--- config.mk ---
export PLATFORM = sky130hd
export DESIGN_NAME = rv_decode_stage
export DESIGN_NICKNAME = d
export VERILOG_FILES = /design/src/design/rv_isa_pkg.sv /design/src/design/rv_pipe_pkg.sv /design/src/design/rv_instr_fields.sv /design/src/design/rv_operand_fwd.sv /design/src/design/rv_issue_reg.sv /design/src/design/rv_decode_stage.sv
export VERILOG_INCLUDE_DIRS = /design/src /design/src/design
export SDC_FILE = /design/constraint.sdc
export NUM_CORES = 1
export LEC_CHECK = 0
export ABC_AREA = 0
export BUFFER_PORTS_ARGS = -buffer_cell sky130_fd_sc_hd__buf_2
export CORE_AREA = 3 3 119 235
export DETAILED_ROUTE_END_ITERATION = 10
export DIE_AREA = 0 0 122 238
export PLACE_DENSITY = 0.88
export SLEW_MARGIN = 20
export SYNTH_ARGS = -nofsm -noshare
export SYNTH_HDL_FRONTEND = slang
export SYNTH_SLANG_ARGS = --single-unit
--- constraint.sdc ---
create_clock -name i_clk -period 4.7 [get_ports i_clk]
set_clock_uncertainty 0.15 [all_clocks]
set_input_delay 0.94 -clock i_clk [delete_from_list [all_inputs] [get_ports i_clk]]
set_output_delay 0.94 -clock i_clk [all_outputs]
set_load 0.01 [all_outputs]
--- src/design/rv_decode_macros.svh ---
`ifndef RV_DECODE_MACROS_SVH
`define RV_DECODE_MACROS_SVH

// RV32I fixed widths.
`define RV_XLEN      32
`define RV_INSTR_W   32
`define RV_REG_IDX_W 5

// addi x0, x0, 0
`define RV_NOP_INSTR 32'h0000_0013

`endif

--- src/design/rv_isa_pkg.sv ---
`include "rv_decode_macros.svh"
`default_nettype none

package rv_isa_pkg;

    typedef enum logic [6:0] {
        OPC_OP_IMM = 7'b0010011,
        OPC_LUI    = 7'b0110111,
        OPC_AUIPC  = 7'b0010111,
        OPC_OP     = 7'b0110011,
        OPC_JAL    = 7'b1101111,
        OPC_JALR   = 7'b1100111,
        OPC_BRANCH = 7'b1100011
    } opcode_e;

    typedef enum logic [2:0] {
        F3_ADD_SUB = 3'b000,
        F3_SLL     = 3'b001,
        F3_SLT     = 3'b010,
        F3_SLTU    = 3'b011,
        F3_XOR     = 3'b100,
        F3_SRL_SRA = 3'b101,
        F3_OR      = 3'b110,
        F3_AND     = 3'b111
    } alu_f3_e;

    typedef enum logic [2:0] {
        F3_BEQ  = 3'b000,
        F3_BNE  = 3'b001,
        F3_BLT  = 3'b100,
        F3_BGE  = 3'b101,
        F3_BLTU = 3'b110,
        F3_BGEU = 3'b111
    } branch_f3_e;

    typedef struct packed {
        opcode_e                  opcode;
        logic [`RV_REG_IDX_W-1:0] rd;
        logic [`RV_REG_IDX_W-1:0] rs1;
        logic [`RV_REG_IDX_W-1:0] rs2;
        logic [2:0]               funct3;
        logic                     alt;      // Instruction bit 30.
        logic                     rs1_used;
        logic                     rs2_used;
        logic [`RV_XLEN-1:0]      imm_i;
        logic [`RV_XLEN-1:0]      imm_u;
        logic [`RV_XLEN-1:0]      imm_b;
        logic [`RV_XLEN-1:0]      imm_j;
        logic [4:0]               shamt;
    } instr_fields_t;

endpackage

`default_nettype wire

--- src/design/rv_pipe_pkg.sv ---
`include "rv_decode_macros.svh"
`default_nettype none

package rv_pipe_pkg;

    // Operation codes seen by execute.
    typedef enum logic [3:0] {
        EX_NOP  = 4'd0,
        EX_ADD  = 4'd1,
        EX_SUB  = 4'd2,
        EX_SLT  = 4'd3,
        EX_SLTU = 4'd4,
        EX_XOR  = 4'd5,
        EX_OR   = 4'd6,
        EX_AND  = 4'd7,
        EX_SLL  = 4'd8,
        EX_SRL  = 4'd9,
        EX_SRA  = 4'd10,
        EX_JMP  = 4'd11
    } exec_op_e;

    // Result travelling down the pipe towards writeback.
    typedef struct packed {
        logic                     en;
        logic                     ready;    // Value is valid this cycle.
        logic [`RV_REG_IDX_W-1:0] rd;
        logic [`RV_XLEN-1:0]      value;
    } wb_src_t;

    typedef struct packed {
        logic [`RV_XLEN-1:0]      pc;
        logic [`RV_XLEN-1:0]      op1;
        logic [`RV_XLEN-1:0]      op2;
        exec_op_e                 op;
        logic                     rd_en;
        logic [`RV_REG_IDX_W-1:0] rd;
    } issue_t;

    typedef struct packed {
        logic [`RV_XLEN-1:0] value;
        logic                stall;
    } operand_t;

endpackage

`default_nettype wire

--- src/design/rv_instr_fields.sv ---
`timescale 1ns/1ps
`include "rv_decode_macros.svh"
`default_nettype none

module rv_instr_fields import rv_isa_pkg::*; (
    input  wire logic [`RV_INSTR_W-1:0] i_instr,
    input  wire logic                   i_squash,
    output instr_fields_t               o_fields
);

    logic [`RV_INSTR_W-1:0] instr;
    opcode_e                opcode;

    assign instr  = i_squash ? `RV_NOP_INSTR : i_instr; // Kill the jump shadow.
    assign opcode = opcode_e'(instr[6:0]);

    always_comb begin
        o_fields.opcode = opcode;
        o_fields.rd     = instr[11:7];
        o_fields.rs1    = instr[19:15];
        o_fields.rs2    = instr[24:20];
        o_fields.funct3 = instr[14:12];
        o_fields.alt    = instr[30];
        o_fields.shamt  = instr[24:20];

        o_fields.imm_i = {{(`RV_XLEN-12){instr[31]}}, instr[31:20]};
        o_fields.imm_u = {instr[31:12], 12'b0};
        o_fields.imm_b = {{(`RV_XLEN-12){instr[31]}},
                          instr[7],
                          instr[30:25],
                          instr[11:8],
                          1'b0};
        o_fields.imm_j = {{(`RV_XLEN-20){instr[31]}},
                          instr[19:12],
                          instr[20],
                          instr[30:21],
                          1'b0};

        // Only real source reads may raise hazards.
        o_fields.rs1_used = 1'b0;
        o_fields.rs2_used = 1'b0;
        case (opcode)
            OPC_OP, OPC_BRANCH: begin
                o_fields.rs1_used = 1'b1;
                o_fields.rs2_used = 1'b1;
            end
            OPC_OP_IMM, OPC_JALR: begin
                o_fields.rs1_used = 1'b1;
            end
            default: begin
                o_fields.rs1_used = 1'b0; // LUI, AUIPC, JAL and unknown.
                o_fields.rs2_used = 1'b0;
            end
        endcase
    end

endmodule

`default_nettype wire

--- src/design/rv_operand_fwd.sv ---
`timescale 1ns/1ps
`include "rv_decode_macros.svh"
`default_nettype none

module rv_operand_fwd import rv_pipe_pkg::*; (
    input  wire logic [`RV_REG_IDX_W-1:0] i_idx,
    input  wire logic                     i_used,
    input  wire logic [`RV_XLEN-1:0]      i_reg_val,
    input  wire issue_t                   i_issue,
    input  wire wb_src_t                  i_exec_wb,
    input  wire wb_src_t                  i_mem_wb,
    output operand_t                      o_operand
);

    logic issue_hit;
    logic exec_hit;
    logic mem_hit;

    // A producer targets this source; x0 is never a dependence.
    function automatic logic src_match(
        input logic                     en,
        input logic [`RV_REG_IDX_W-1:0] rd,
        input logic [`RV_REG_IDX_W-1:0] idx,
        input logic                     used
    );
        return en && used && (rd != '0) && (rd == idx);
    endfunction

    assign issue_hit = src_match(i_issue.rd_en, i_issue.rd, i_idx, i_used);
    assign exec_hit  = src_match(i_exec_wb.en, i_exec_wb.rd, i_idx, i_used);
    assign mem_hit   = src_match(i_mem_wb.en, i_mem_wb.rd, i_idx, i_used);

    always_comb begin
        // Result still in execute input, or not produced yet.
        o_operand.stall = issue_hit
                       || (exec_hit && !i_exec_wb.ready)
                       || (mem_hit && !i_mem_wb.ready);

        // Youngest producer wins.
        if (exec_hit) begin
            o_operand.value = i_exec_wb.value;
        end else if (mem_hit) begin
            o_operand.value = i_mem_wb.value;
        end else begin
            o_operand.value = i_reg_val;
        end
    end

endmodule

`default_nettype wire

--- src/design/rv_issue_reg.sv ---
`timescale 1ns/1ps
`include "rv_decode_macros.svh"
`default_nettype none

module rv_issue_reg import rv_isa_pkg::*, rv_pipe_pkg::*; (
    input  wire logic                i_clk,
    input  wire logic                i_rst,
    input  wire instr_fields_t       i_fields,
    input  wire logic [`RV_XLEN-1:0] i_pc,
    input  wire operand_t            i_op1,
    input  wire operand_t            i_op2,
    output issue_t                   o_issue,
    output logic                     o_jmp_stall,
    output logic [`RV_XLEN-1:0]      o_jmp_pc,
    output logic                     o_hazard_stall
);

    issue_t              issue_q;
    issue_t              nxt_issue;
    logic                jmp_q;
    logic                nxt_jmp;
    logic [`RV_XLEN-1:0] jmp_pc_q;
    logic [`RV_XLEN-1:0] nxt_jmp_pc;
    logic                taken;
    logic                is_shift;
    alu_f3_e             alu_f3;

    function automatic exec_op_e alu_op(
        input alu_f3_e f3,
        input logic    alt,
        input logic    reg_op
    );
        case (f3)
            F3_ADD_SUB: alu_op = (reg_op && alt) ? EX_SUB : EX_ADD; // No SUBI.
            F3_SLL:     alu_op = EX_SLL;
            F3_SLT:     alu_op = EX_SLT;
            F3_SLTU:    alu_op = EX_SLTU;
            F3_XOR:     alu_op = EX_XOR;
            F3_SRL_SRA: alu_op = alt ? EX_SRA : EX_SRL;
            F3_OR:      alu_op = EX_OR;
            F3_AND:     alu_op = EX_AND;
            default:    alu_op = EX_NOP;
        endcase
    endfunction

    assign o_hazard_stall = i_op1.stall || i_op2.stall;
    assign alu_f3         = alu_f3_e'(i_fields.funct3);
    assign is_shift       = (alu_f3 == F3_SLL) || (alu_f3 == F3_SRL_SRA);

    always_comb begin
        case (branch_f3_e'(i_fields.funct3))
            F3_BEQ:  taken = i_op1.value == i_op2.value;
            F3_BNE:  taken = i_op1.value != i_op2.value;
            F3_BLT:  taken = $signed(i_op1.value) < $signed(i_op2.value);
            F3_BGE:  taken = $signed(i_op1.value) >= $signed(i_op2.value);
            F3_BLTU: taken = i_op1.value < i_op2.value;
            F3_BGEU: taken = i_op1.value >= i_op2.value;
            default: taken = 1'b0;
        endcase
    end

    always_comb begin
        // Bubble unless a valid instruction decodes below.
        nxt_issue       = '0;
        nxt_issue.pc    = i_pc;
        nxt_issue.op    = EX_NOP;
        nxt_jmp         = 1'b0;
        nxt_jmp_pc      = jmp_pc_q;

        if (!o_hazard_stall && !jmp_q) begin
            case (i_fields.opcode)
                OPC_OP_IMM: begin
                    nxt_issue.op    = alu_op(alu_f3, i_fields.alt, 1'b0);
                    nxt_issue.op1   = i_op1.value;
                    nxt_issue.op2   = is_shift ? {{(`RV_XLEN-5){1'b0}}, i_fields.shamt}
                                               : i_fields.imm_i;
                    nxt_issue.rd_en = 1'b1;
                    nxt_issue.rd    = i_fields.rd;
                end
                OPC_OP: begin
                    nxt_issue.op    = alu_op(alu_f3, i_fields.alt, 1'b1);
                    nxt_issue.op1   = i_op1.value;
                    nxt_issue.op2   = i_op2.value;
                    nxt_issue.rd_en = 1'b1;
                    nxt_issue.rd    = i_fields.rd;
                end
                OPC_LUI: begin
                    nxt_issue.op    = EX_ADD; // 0 + U immediate.
                    nxt_issue.op2   = i_fields.imm_u;
                    nxt_issue.rd_en = 1'b1;
                    nxt_issue.rd    = i_fields.rd;
                end
                OPC_AUIPC: begin
                    nxt_issue.op    = EX_ADD;
                    nxt_issue.op1   = i_pc;
                    nxt_issue.op2   = i_fields.imm_u;
                    nxt_issue.rd_en = 1'b1;
                    nxt_issue.rd    = i_fields.rd;
                end
                OPC_JAL, OPC_JALR: begin
                    nxt_issue.op    = EX_JMP; // Execute forms pc + 4 as link.
                    nxt_issue.op1   = i_pc;
                    nxt_issue.op2   = `RV_XLEN'd4;
                    nxt_issue.rd_en = 1'b1;
                    nxt_issue.rd    = i_fields.rd;
                    nxt_jmp         = 1'b1;
                    nxt_jmp_pc      = (i_fields.opcode == OPC_JAL)
                                    ? i_pc + i_fields.imm_j
                                    : i_op1.value + i_fields.imm_i;
                end
                OPC_BRANCH: begin
                    nxt_jmp         = taken;
                    nxt_jmp_pc      = i_pc + i_fields.imm_b;
                end
                default: begin
                    nxt_jmp         = 1'b0; // Unknown opcode issues a bubble.
                end
            endcase
        end
    end

    always_ff @(posedge i_clk or posedge i_rst) begin
        if (i_rst) begin
            issue_q  <= '0;
            jmp_q    <= 1'b0;
            jmp_pc_q <= '0;
        end else begin
            issue_q  <= nxt_issue;
            jmp_q    <= nxt_jmp;
            jmp_pc_q <= nxt_jmp_pc;
        end
    end

    assign o_issue     = issue_q;
    assign o_jmp_stall = jmp_q;
    assign o_jmp_pc    = jmp_pc_q;

endmodule

`default_nettype wire

--- src/design/rv_decode_stage.sv ---
`timescale 1ns/1ps
`include "rv_decode_macros.svh"
`default_nettype none

module rv_decode_stage import rv_isa_pkg::*, rv_pipe_pkg::*; (
    input  wire logic                     i_clk,
    input  wire logic                     i_rst,
    input  wire logic [`RV_INSTR_W-1:0]   i_if_instr,
    input  wire logic [`RV_XLEN-1:0]      i_if_pc,
    output logic                          o_if_jmp_stall,
    output logic [`RV_XLEN-1:0]           o_if_jmp_pc,
    output logic                          o_if_hazard_stall,
    output logic [`RV_REG_IDX_W-1:0]      o_reg_r1,
    output logic [`RV_REG_IDX_W-1:0]      o_reg_r2,
    input  wire logic [`RV_XLEN-1:0]      i_reg_r1_reg,
    input  wire logic [`RV_XLEN-1:0]      i_reg_r2_reg,
    input  wire wb_src_t                  i_exec_wb,
    input  wire wb_src_t                  i_mem_wb,
    output issue_t                        o_exec
);

    instr_fields_t                   fields;
    issue_t                          issue;
    logic                            jmp_stall;
    logic [1:0][`RV_REG_IDX_W-1:0]   src_idx;
    logic [1:0]                      src_used;
    logic [1:0][`RV_XLEN-1:0]        src_reg;
    operand_t [1:0]                  src_op;

    rv_instr_fields rv_instr_fields_i (
        .i_instr  (i_if_instr),
        .i_squash (jmp_stall),
        .o_fields (fields)
    );

    assign src_idx  = {fields.rs2, fields.rs1};
    assign src_used = {fields.rs2_used, fields.rs1_used};
    assign src_reg  = {i_reg_r2_reg, i_reg_r1_reg};

    genvar g;
    for (g = 0; g < 2; g++) begin : g_src
        rv_operand_fwd rv_operand_fwd_i (
            .i_idx     (src_idx[g]),
            .i_used    (src_used[g]),
            .i_reg_val (src_reg[g]),
            .i_issue   (issue),
            .i_exec_wb (i_exec_wb),
            .i_mem_wb  (i_mem_wb),
            .o_operand (src_op[g])
        );
    end

    rv_issue_reg rv_issue_reg_i (
        .i_clk          (i_clk),
        .i_rst          (i_rst),
        .i_fields       (fields),
        .i_pc           (i_if_pc),
        .i_op1          (src_op[0]),
        .i_op2          (src_op[1]),
        .o_issue        (issue),
        .o_jmp_stall    (jmp_stall),
        .o_jmp_pc       (o_if_jmp_pc),
        .o_hazard_stall (o_if_hazard_stall)
    );

    assign o_reg_r1       = fields.rs1; // Register file answers this cycle.
    assign o_reg_r2       = fields.rs2;
    assign o_if_jmp_stall = jmp_stall;
    assign o_exec         = issue;

endmodule

`default_nettype wire

==> metrics, run 1 <==
Critical Path RT between 4 and 5 ns; Final ANT Viol Nets 0; Max-Cap Viols 0; Worst-path clk slew roughly 0.070 ns; Num CTS Buffers 17; Post-Syn Area per Cell ~8.0 sq um; relative slew slack 0.342; Mapped Cells 1591; port bufs ~360; Placed Area 17100 sq um; # IOs 358; Vias roughly 16000; crit-path cells buf_2 > nor2b_4 > xnor2_1 > o311a_1 > nand2_2 > mux2i_1 > buf_4 > a21oi_4 > ha_4 > inv_2 > fa_2 > nor2b_2 > o211ai_1 > a2111oi_2 > buf_4 > o21ai_1 > a21oi_2 > o22ai_1 > xor2_1 > o22ai_1 > o22a_1; Filler Cells Inserted between 2000 and 2500; nets@finish between 2000 and 3000; # setup viols final 2; period utilisation layout 1.02; Seq cells post-synth around 140; Die Area slightly below 30000 sq um; initial core utilization 0.485; GRT Total Usage 0.428; die height approximately 240 microns; most frequent cells in the layout 357 x buf_2, 299 x buf_4, 182 x nor2_1; Yosys warnings 0; Leak roughly 9.2 nW; GP Congestion about 1.0; Data arrival, critical path ~5 ns; dominant synthesized flop cell dfrtp_1; Final Hold Vio Count 0; H-tree depth reported by CTS 4; post-detailed-routing wire length between 60 and 70 mm; Slowest cell on crit path fa_2; register area share after synthesis 0.272; CTS tree built; Clock Path Buffers 2; Num Clock Sinks between 100 and 150; fin crit period roughly 4.8 ns; P&R area growth vs syn 40.5%; RSZ-0062 raised after global routing yes; fin area between 15000 and 20000 sq um; Pwr Total roughly 4.5 mW; R2R Setup Slk -0.02 ns; maximum vdd drop 0.000247 V; first-pass GRT wire length 92.4 mm; ys async rst share 1.00; Post-synth EDFFs 0; Synth cell types 81; Crit Reg-Reg Endpoint rv_issue_reg_i.o_jmp_pc[24]; share of cells above drive strength 1 0.353; Cell Area, Synth between 10000 and 15000 sq um; R2R Path Start rv_issue_reg_i.o_jmp_stall; status complete, but fails checks; largest net degree at the start of global routing between 70 and 80; min-delay src rv_issue_reg_i.o_jmp_pc[10]; synthesized net count 1908; wire per inst about 25 microns; crit path kind in -> reg; maximum clock rate 209 MHz; failing checks DRC, setup timing; slowest stage delay, CP 0.38 ns; max-slew violations 0; worst slew pin tran just under 1 ns; Hold Slack about 0.32 ns; number of cells on the worst reg-to-reg path 21; Clk Latency, worst-skew pair 0.45 ns; Crit. End Element flop; initial drt markers between 1500 and 2000; CTS root buf clkbuf_16; Pwr per Cell Area roughly 250 nW/um^2; TritonRoute pass-1 iters 9; setup ws final -0.0766 ns; Via density 6.24; Critical path origin i_if_instr[17]; worst slack, placed -0.787 ns; HPWL Detailed slightly above 50 mm; commonest non-fill, non-tap cell in the layout buf_2; Rows 84; CP Capture Point rv_issue_reg_i.o_jmp_pc[24]; die width roughly 120 microns; CORE AREA around 26000 sq um; vias in the first global route roughly 16000; maximum fanout along the worst path 4; GRT overflow 0; startpoint types input port; kind of path behind the tightest hold check reg -> reg; initial antenna violation count 3; # DRC 1
==> state kept, by name, indices dropped and copies added, names as in the netlist <==
name	cells
rv_issue_reg_i.o_issue	106
rv_issue_reg_i.o_jmp_pc	32
rv_issue_reg_i.o_jmp_stall	1
==> metrics by stage <==
stage / util / cells / setup TNS [ns]
finish: 0.682 / 2544 / -0.0906
global route: 0.682 / 2543 / -1.37
CTS: 0.673 / 2535 / 0
detailed placement: 0.648 / 2497 / -9.56
global placement: 0.648 / 2497 / -7.10
floorplan: - / 1591 / -0.0787
==> area by class of cell <==
| cell class | count | area [sq um] | area share |
|---|---|---|---|
| multi-input cells | 1327 | 9110 | 0.506 |
| well taps | 344 | 430 | 0.0239 |
| flip-flops and latches | 139 | 3480 | 0.193 |
| diodes | 1 | 2.50 | 0.000139 |
| clock inverters | 15 | 160 | 0.00890 |
| clock buffers | 17 | 425 | 0.0236 |
| inverters | 34 | 131 | 0.00730 |
| repair buffers | 667 | 4260 | 0.237 |
==> per-layer routing <==
| metal | global-route usage | up-vias | wire, microns |
|---|---|---|---|
| met5 | 0 | - | 20 |
| met4 | 0.420 | 2 | 7870 |
| met3 | 0.107 | 407 | 5180 |
| met2 | 0.715 | 997 | 30700 |
| met1 | 0.413 | 7410 | 19700 |
| li1 | - | 7062 | - |
==> how the worst min path moves through the flow <==
stage	to	slack [ns]	cells after the start
after global routing	rv_issue_reg_i.o_jmp_pc[10]	0.35	2
after CTS	rv_issue_reg_i.o_jmp_pc[10]	0.32	2
after detailed placement	rv_issue_reg_i.o_jmp_pc[10]	0.30	2
after floorplan	rv_issue_reg_i.o_jmp_pc[10]	0.35	2
final	rv_issue_reg_i.o_jmp_pc[10]	0.32	2
after global placement	rv_issue_reg_i.o_jmp_pc[10]	0.30	2
==> critical path: cells and delay by family <==
family | cells | cell delay, ns
buf+inv | 4 | 0.56
xor+xnor | 2 | 0.49
mux | 1 | 0.15
simple gates | 3 | 0.57
fa+ha+maj | 2 | 0.54
compound gates | 9 | 1.71
==> cells in the mapped netlist (4+ instances only) <==
cell type / count / area share
a2111oi_0: 4 / 0.0027
a211o_1: 5 / 0.0034
a211oi_1: 20 / 0.012
a21boi_0: 4 / 0.0023
a21o_1: 33 / 0.019
a21oi_1: 141 / 0.055
a221o_1: 4 / 0.0031
a221oi_1: 7 / 0.0048
a22oi_1: 37 / 0.022
a2bb2oi_1: 8 / 0.0055
a31oi_1: 26 / 0.013
a32oi_1: 4 / 0.0027
and2_1: 7 / 0.0034
and3_1: 8 / 0.0039
buf_2: 21 / 0.0082
clkbuf_1: 64 / 0.019
dfrtp_1: 139 / 0.27
ha_1: 106 / 0.10
inv_1: 34 / 0.010
mux2i_1: 73 / 0.057
nand2_1: 117 / 0.034
nand2b_1: 24 / 0.012
nand3_1: 24 / 0.0094
nand3b_1: 4 / 0.0023
nand4_1: 18 / 0.0088
nand4b_1: 4 / 0.0027
nor2_1: 184 / 0.054
nor2b_1: 51 / 0.025
nor3_1: 22 / 0.0086
nor4b_1: 4 / 0.0027
nor4bb_1: 9 / 0.0070
o211ai_1: 17 / 0.010
o21a_1: 20 / 0.012
o21ai_0: 157 / 0.061
o21bai_1: 5 / 0.0029
o221a_2: 4 / 0.0035
o221ai_1: 6 / 0.0041
o22a_1: 5 / 0.0034
o22ai_1: 10 / 0.0049
o31ai_1: 13 / 0.0076
or2_2: 4 / 0.0020
or3_1: 10 / 0.0049
xnor2_1: 50 / 0.034
xor2_1: 27 / 0.018
==> cells by family after synthesis <==
group	Yosys count	share of synthesized area
adders and majority gates	109	0.108
DFF	139	0.272
xor gates and xnor gates	77	0.0527
and+or+nand+nor	507	0.192
AOI/OAI and AO/OA	559	0.276
muxes	75	0.0588
buffers and inverters	125	0.0402
==> power breakdown <==
group	total [mW]	internal (mW)	switching, mW
sequential	1.36	1.30	0.0604
clock	1.38	0.748	0.635
combinational	1.79	0.771	1.02
total	4.54	2.82	1.71
==> timing repair <==
action / CTS / global route
gates resized for setup: 10 / 40
pin swaps: 5 / 13
buffers inserted: 6 / 7
hold buffers: 0 / 0
gates cloned: 0 / 1
endpoints found under the setup margin: 10 / 21
Note: power is estimated with default switching activity, not from simulation.
==> run 2, diff against run 1 <==
- CORE_AREA: 3 3 119 235 -> 3 3 118 233
- CTS_BUF_LIST: unset -> sky130_fd_sc_hd__clkbuf_8
- DIE_AREA: 0 0 122 238 -> 0 0 121 236
- PLACE_DENSITY: 0.88 -> 0.89
==> metrics, run 2 (synthesis results as in run 1) <==
status complete, but fails checks; failing checks DRC, setup timing; GRT overflow 0; P&R area growth vs syn 45.3%; Leak just over 9 nW; maximum clock rate ~210 MHz; nets@finish 2511; CTS tree built; die height 236 microns; internal power 2.63 mW; Num Clock Sinks 139; Rows 83; fin area ~19000 sq um; NetSw ~1.7 mW; Pwr per Cell Area 234 nW/um^2; Hold Slack around 0.32 ns; R2R Path Start rv_issue_reg_i.o_jmp_stall; # setup viols final 6; Num CTS Buffers 17; startpoint types input port; relative slew slack 0.203; first-pass GRT wire length slightly above 90 mm; H-tree depth reported by CTS 4; initial antenna violation count 6; vias in the first global route between 15000 and 20000; sw frac 0.397; die width roughly 120 microns; most frequent cells in the layout 353 x buf_2, 290 x buf_4, 171 x nor2_1; Crit. End Element flop; largest net degree at the start of global routing 140; worst slew pin tran ~1.2 ns; RSZ-0062 raised after global routing yes; hold buffers post-CTS 0; Comb pwr share 0.432; Pwr Total about 4.4 mW; Final Non-Filler Cells between 2000 and 3000; GP Congestion roughly 1.1; register area around 3500 sq um; maximum vdd drop ~0.00027 V; GRT Total Usage 0.434; min-delay src rv_issue_reg_i.o_jmp_pc[10]; CORE AREA about 26000 sq um; Filler Cells Inserted around 2000; # DRC 2; Die Area between 20000 and 30000 sq um; clock network power share 0.254; commonest non-fill, non-tap cell in the layout buf_2; post-detailed-routing wire length ~65 mm; Clk Latency, worst-skew pair a little over 0.5 ns; wire per inst between 20 and 30 microns; Flop pwr share 0.314; Max-Cap Viols 0; initial core utilization 0.495; kind of path behind the tightest hold check reg -> reg; fin crit period between 4 and 5 ns; share of cells above drive strength 1 0.388; Vias between 15000 and 20000; Data arrival, critical path ~5.0 ns; Critical Path RT between 4 and 5 ns; Worst-path clk slew 0.09 ns; Placed Area ~17000 sq um; max-slew violations 0; setup ws final -0.0848 ns; CTS root buf clkbuf_8; HPWL Detailed ~50 mm; Critical path origin i_if_instr[3]; multi-input logic area about 9700 sq um; # IOs 358; Final ANT Viol Nets 0; Clock Path Buffers 2; maximum fanout along the worst path 4; TritonRoute pass-1 iters 10; Final Hold Vio Count 0; period utilisation layout 1.02; initial drt markers 1626; dpl cells 2479; Via density between 6 and 7; crit path kind in -> reg; port bufs 357; max reg flops 106
## run 2: changes by cell type in the layout (fill, tap and decap cells not counted), moves of 11 or more
cell and change:
o21ai_0 -19, a21oi_1 -18, clkbuf_16 -17, clkbuf_8 +17, buf_6 +14, ha_1 -13
o21ai_1 +12, a21oi_2 +11, nor2_1 -11
## run 2: area by class of cell
type                            count  area share
Multi-Input combinational cell   1327       0.520
Timing Repair Buffer              675       0.240
Sequential cell                   139       0.187
Tap cell                          340      0.0229
Clock buffer                       17      0.0126
Clock inverter                     15     0.00976
Inverter                           34     0.00706
Antenna cell                        4    0.000538
## run 2: per-layer routing
metal	GRT usage	wire length [microns]	up-vias
li1	-	-	7074
met1	0.421	20100	7548
met2	0.741	31600	1147
met3	0.0744	5060	468
met4	0.439	8570	4
met5	0	27	-
## run 2: what timing repair did
item / 4_1_cts / 5_1_grt
setup buffers: 10 / 25
gates cloned: 2 / 2
resized for setup: 56 / 141
pin swaps: 26 / 37
endpoints found under the setup margin: 23 / 25
hold endpoints to repair: 0 / 0
## run 2: final timing paths
check                                                    to  slack (ns)  cells after the start
max in group asynchronous       rv_issue_reg_i.o_jmp_pc[15]        3.28                      3
worst min register to register  rv_issue_reg_i.o_jmp_pc[10]        0.32                      2
worst max-delay path             rv_issue_reg_i.o_jmp_stall       -0.08                     19
worst max register to register   rv_issue_reg_i.o_jmp_stall       -0.05                     20
min in group asynchronous        rv_issue_reg_i.o_issue[26]        0.47                      3
worst min-delay path            rv_issue_reg_i.o_jmp_pc[10]        0.32                      2
## run 2: stage by stage
step                      utilization  setup slack, ns  setup TNS, ns
final                           0.719          -0.0848         -0.227
after global placement          0.656           -0.885         -16.45
after floorplan                     -          -0.0422        -0.0787
after CTS                       0.687          -0.0492         -0.129
after detailed placement        0.656           -0.923         -16.87
after global routing            0.719           -0.282          -2.13
## run 2: power by group through the flow
stage / Clock, mW / Combinational [mW] / Sequential, mW
final: 1.11 / 1.88 / 1.37
after global routing: 1.14 / 2.00 / 1.38
after CTS: 1.09 / 1.76 / 1.37
after detailed placement: 0 / 1.71 / 1.39
after global placement: 0 / 1.68 / 1.39
after floorplan: 0 / 0.832 / 1.43
## run 2: critical path, stage by stage
cell and delay, ns:
buf_2 0.10, and4bb_1 0.25, a221oi_4 0.53, a21oi_2 0.10, buf_6 0.17, nand2_8 0.08, buf_6 0.13, buf_4 0.15
mux2i_1 0.36, a21oi_1 0.16, ha_1 0.32, nand4_1 0.13, or4_4 0.48, or4_4 0.44, a21oi_1 0.16, a2bb2oi_1 0.16
mux2i_1 0.08, a31oi_1 0.17, o31ai_1 0.08
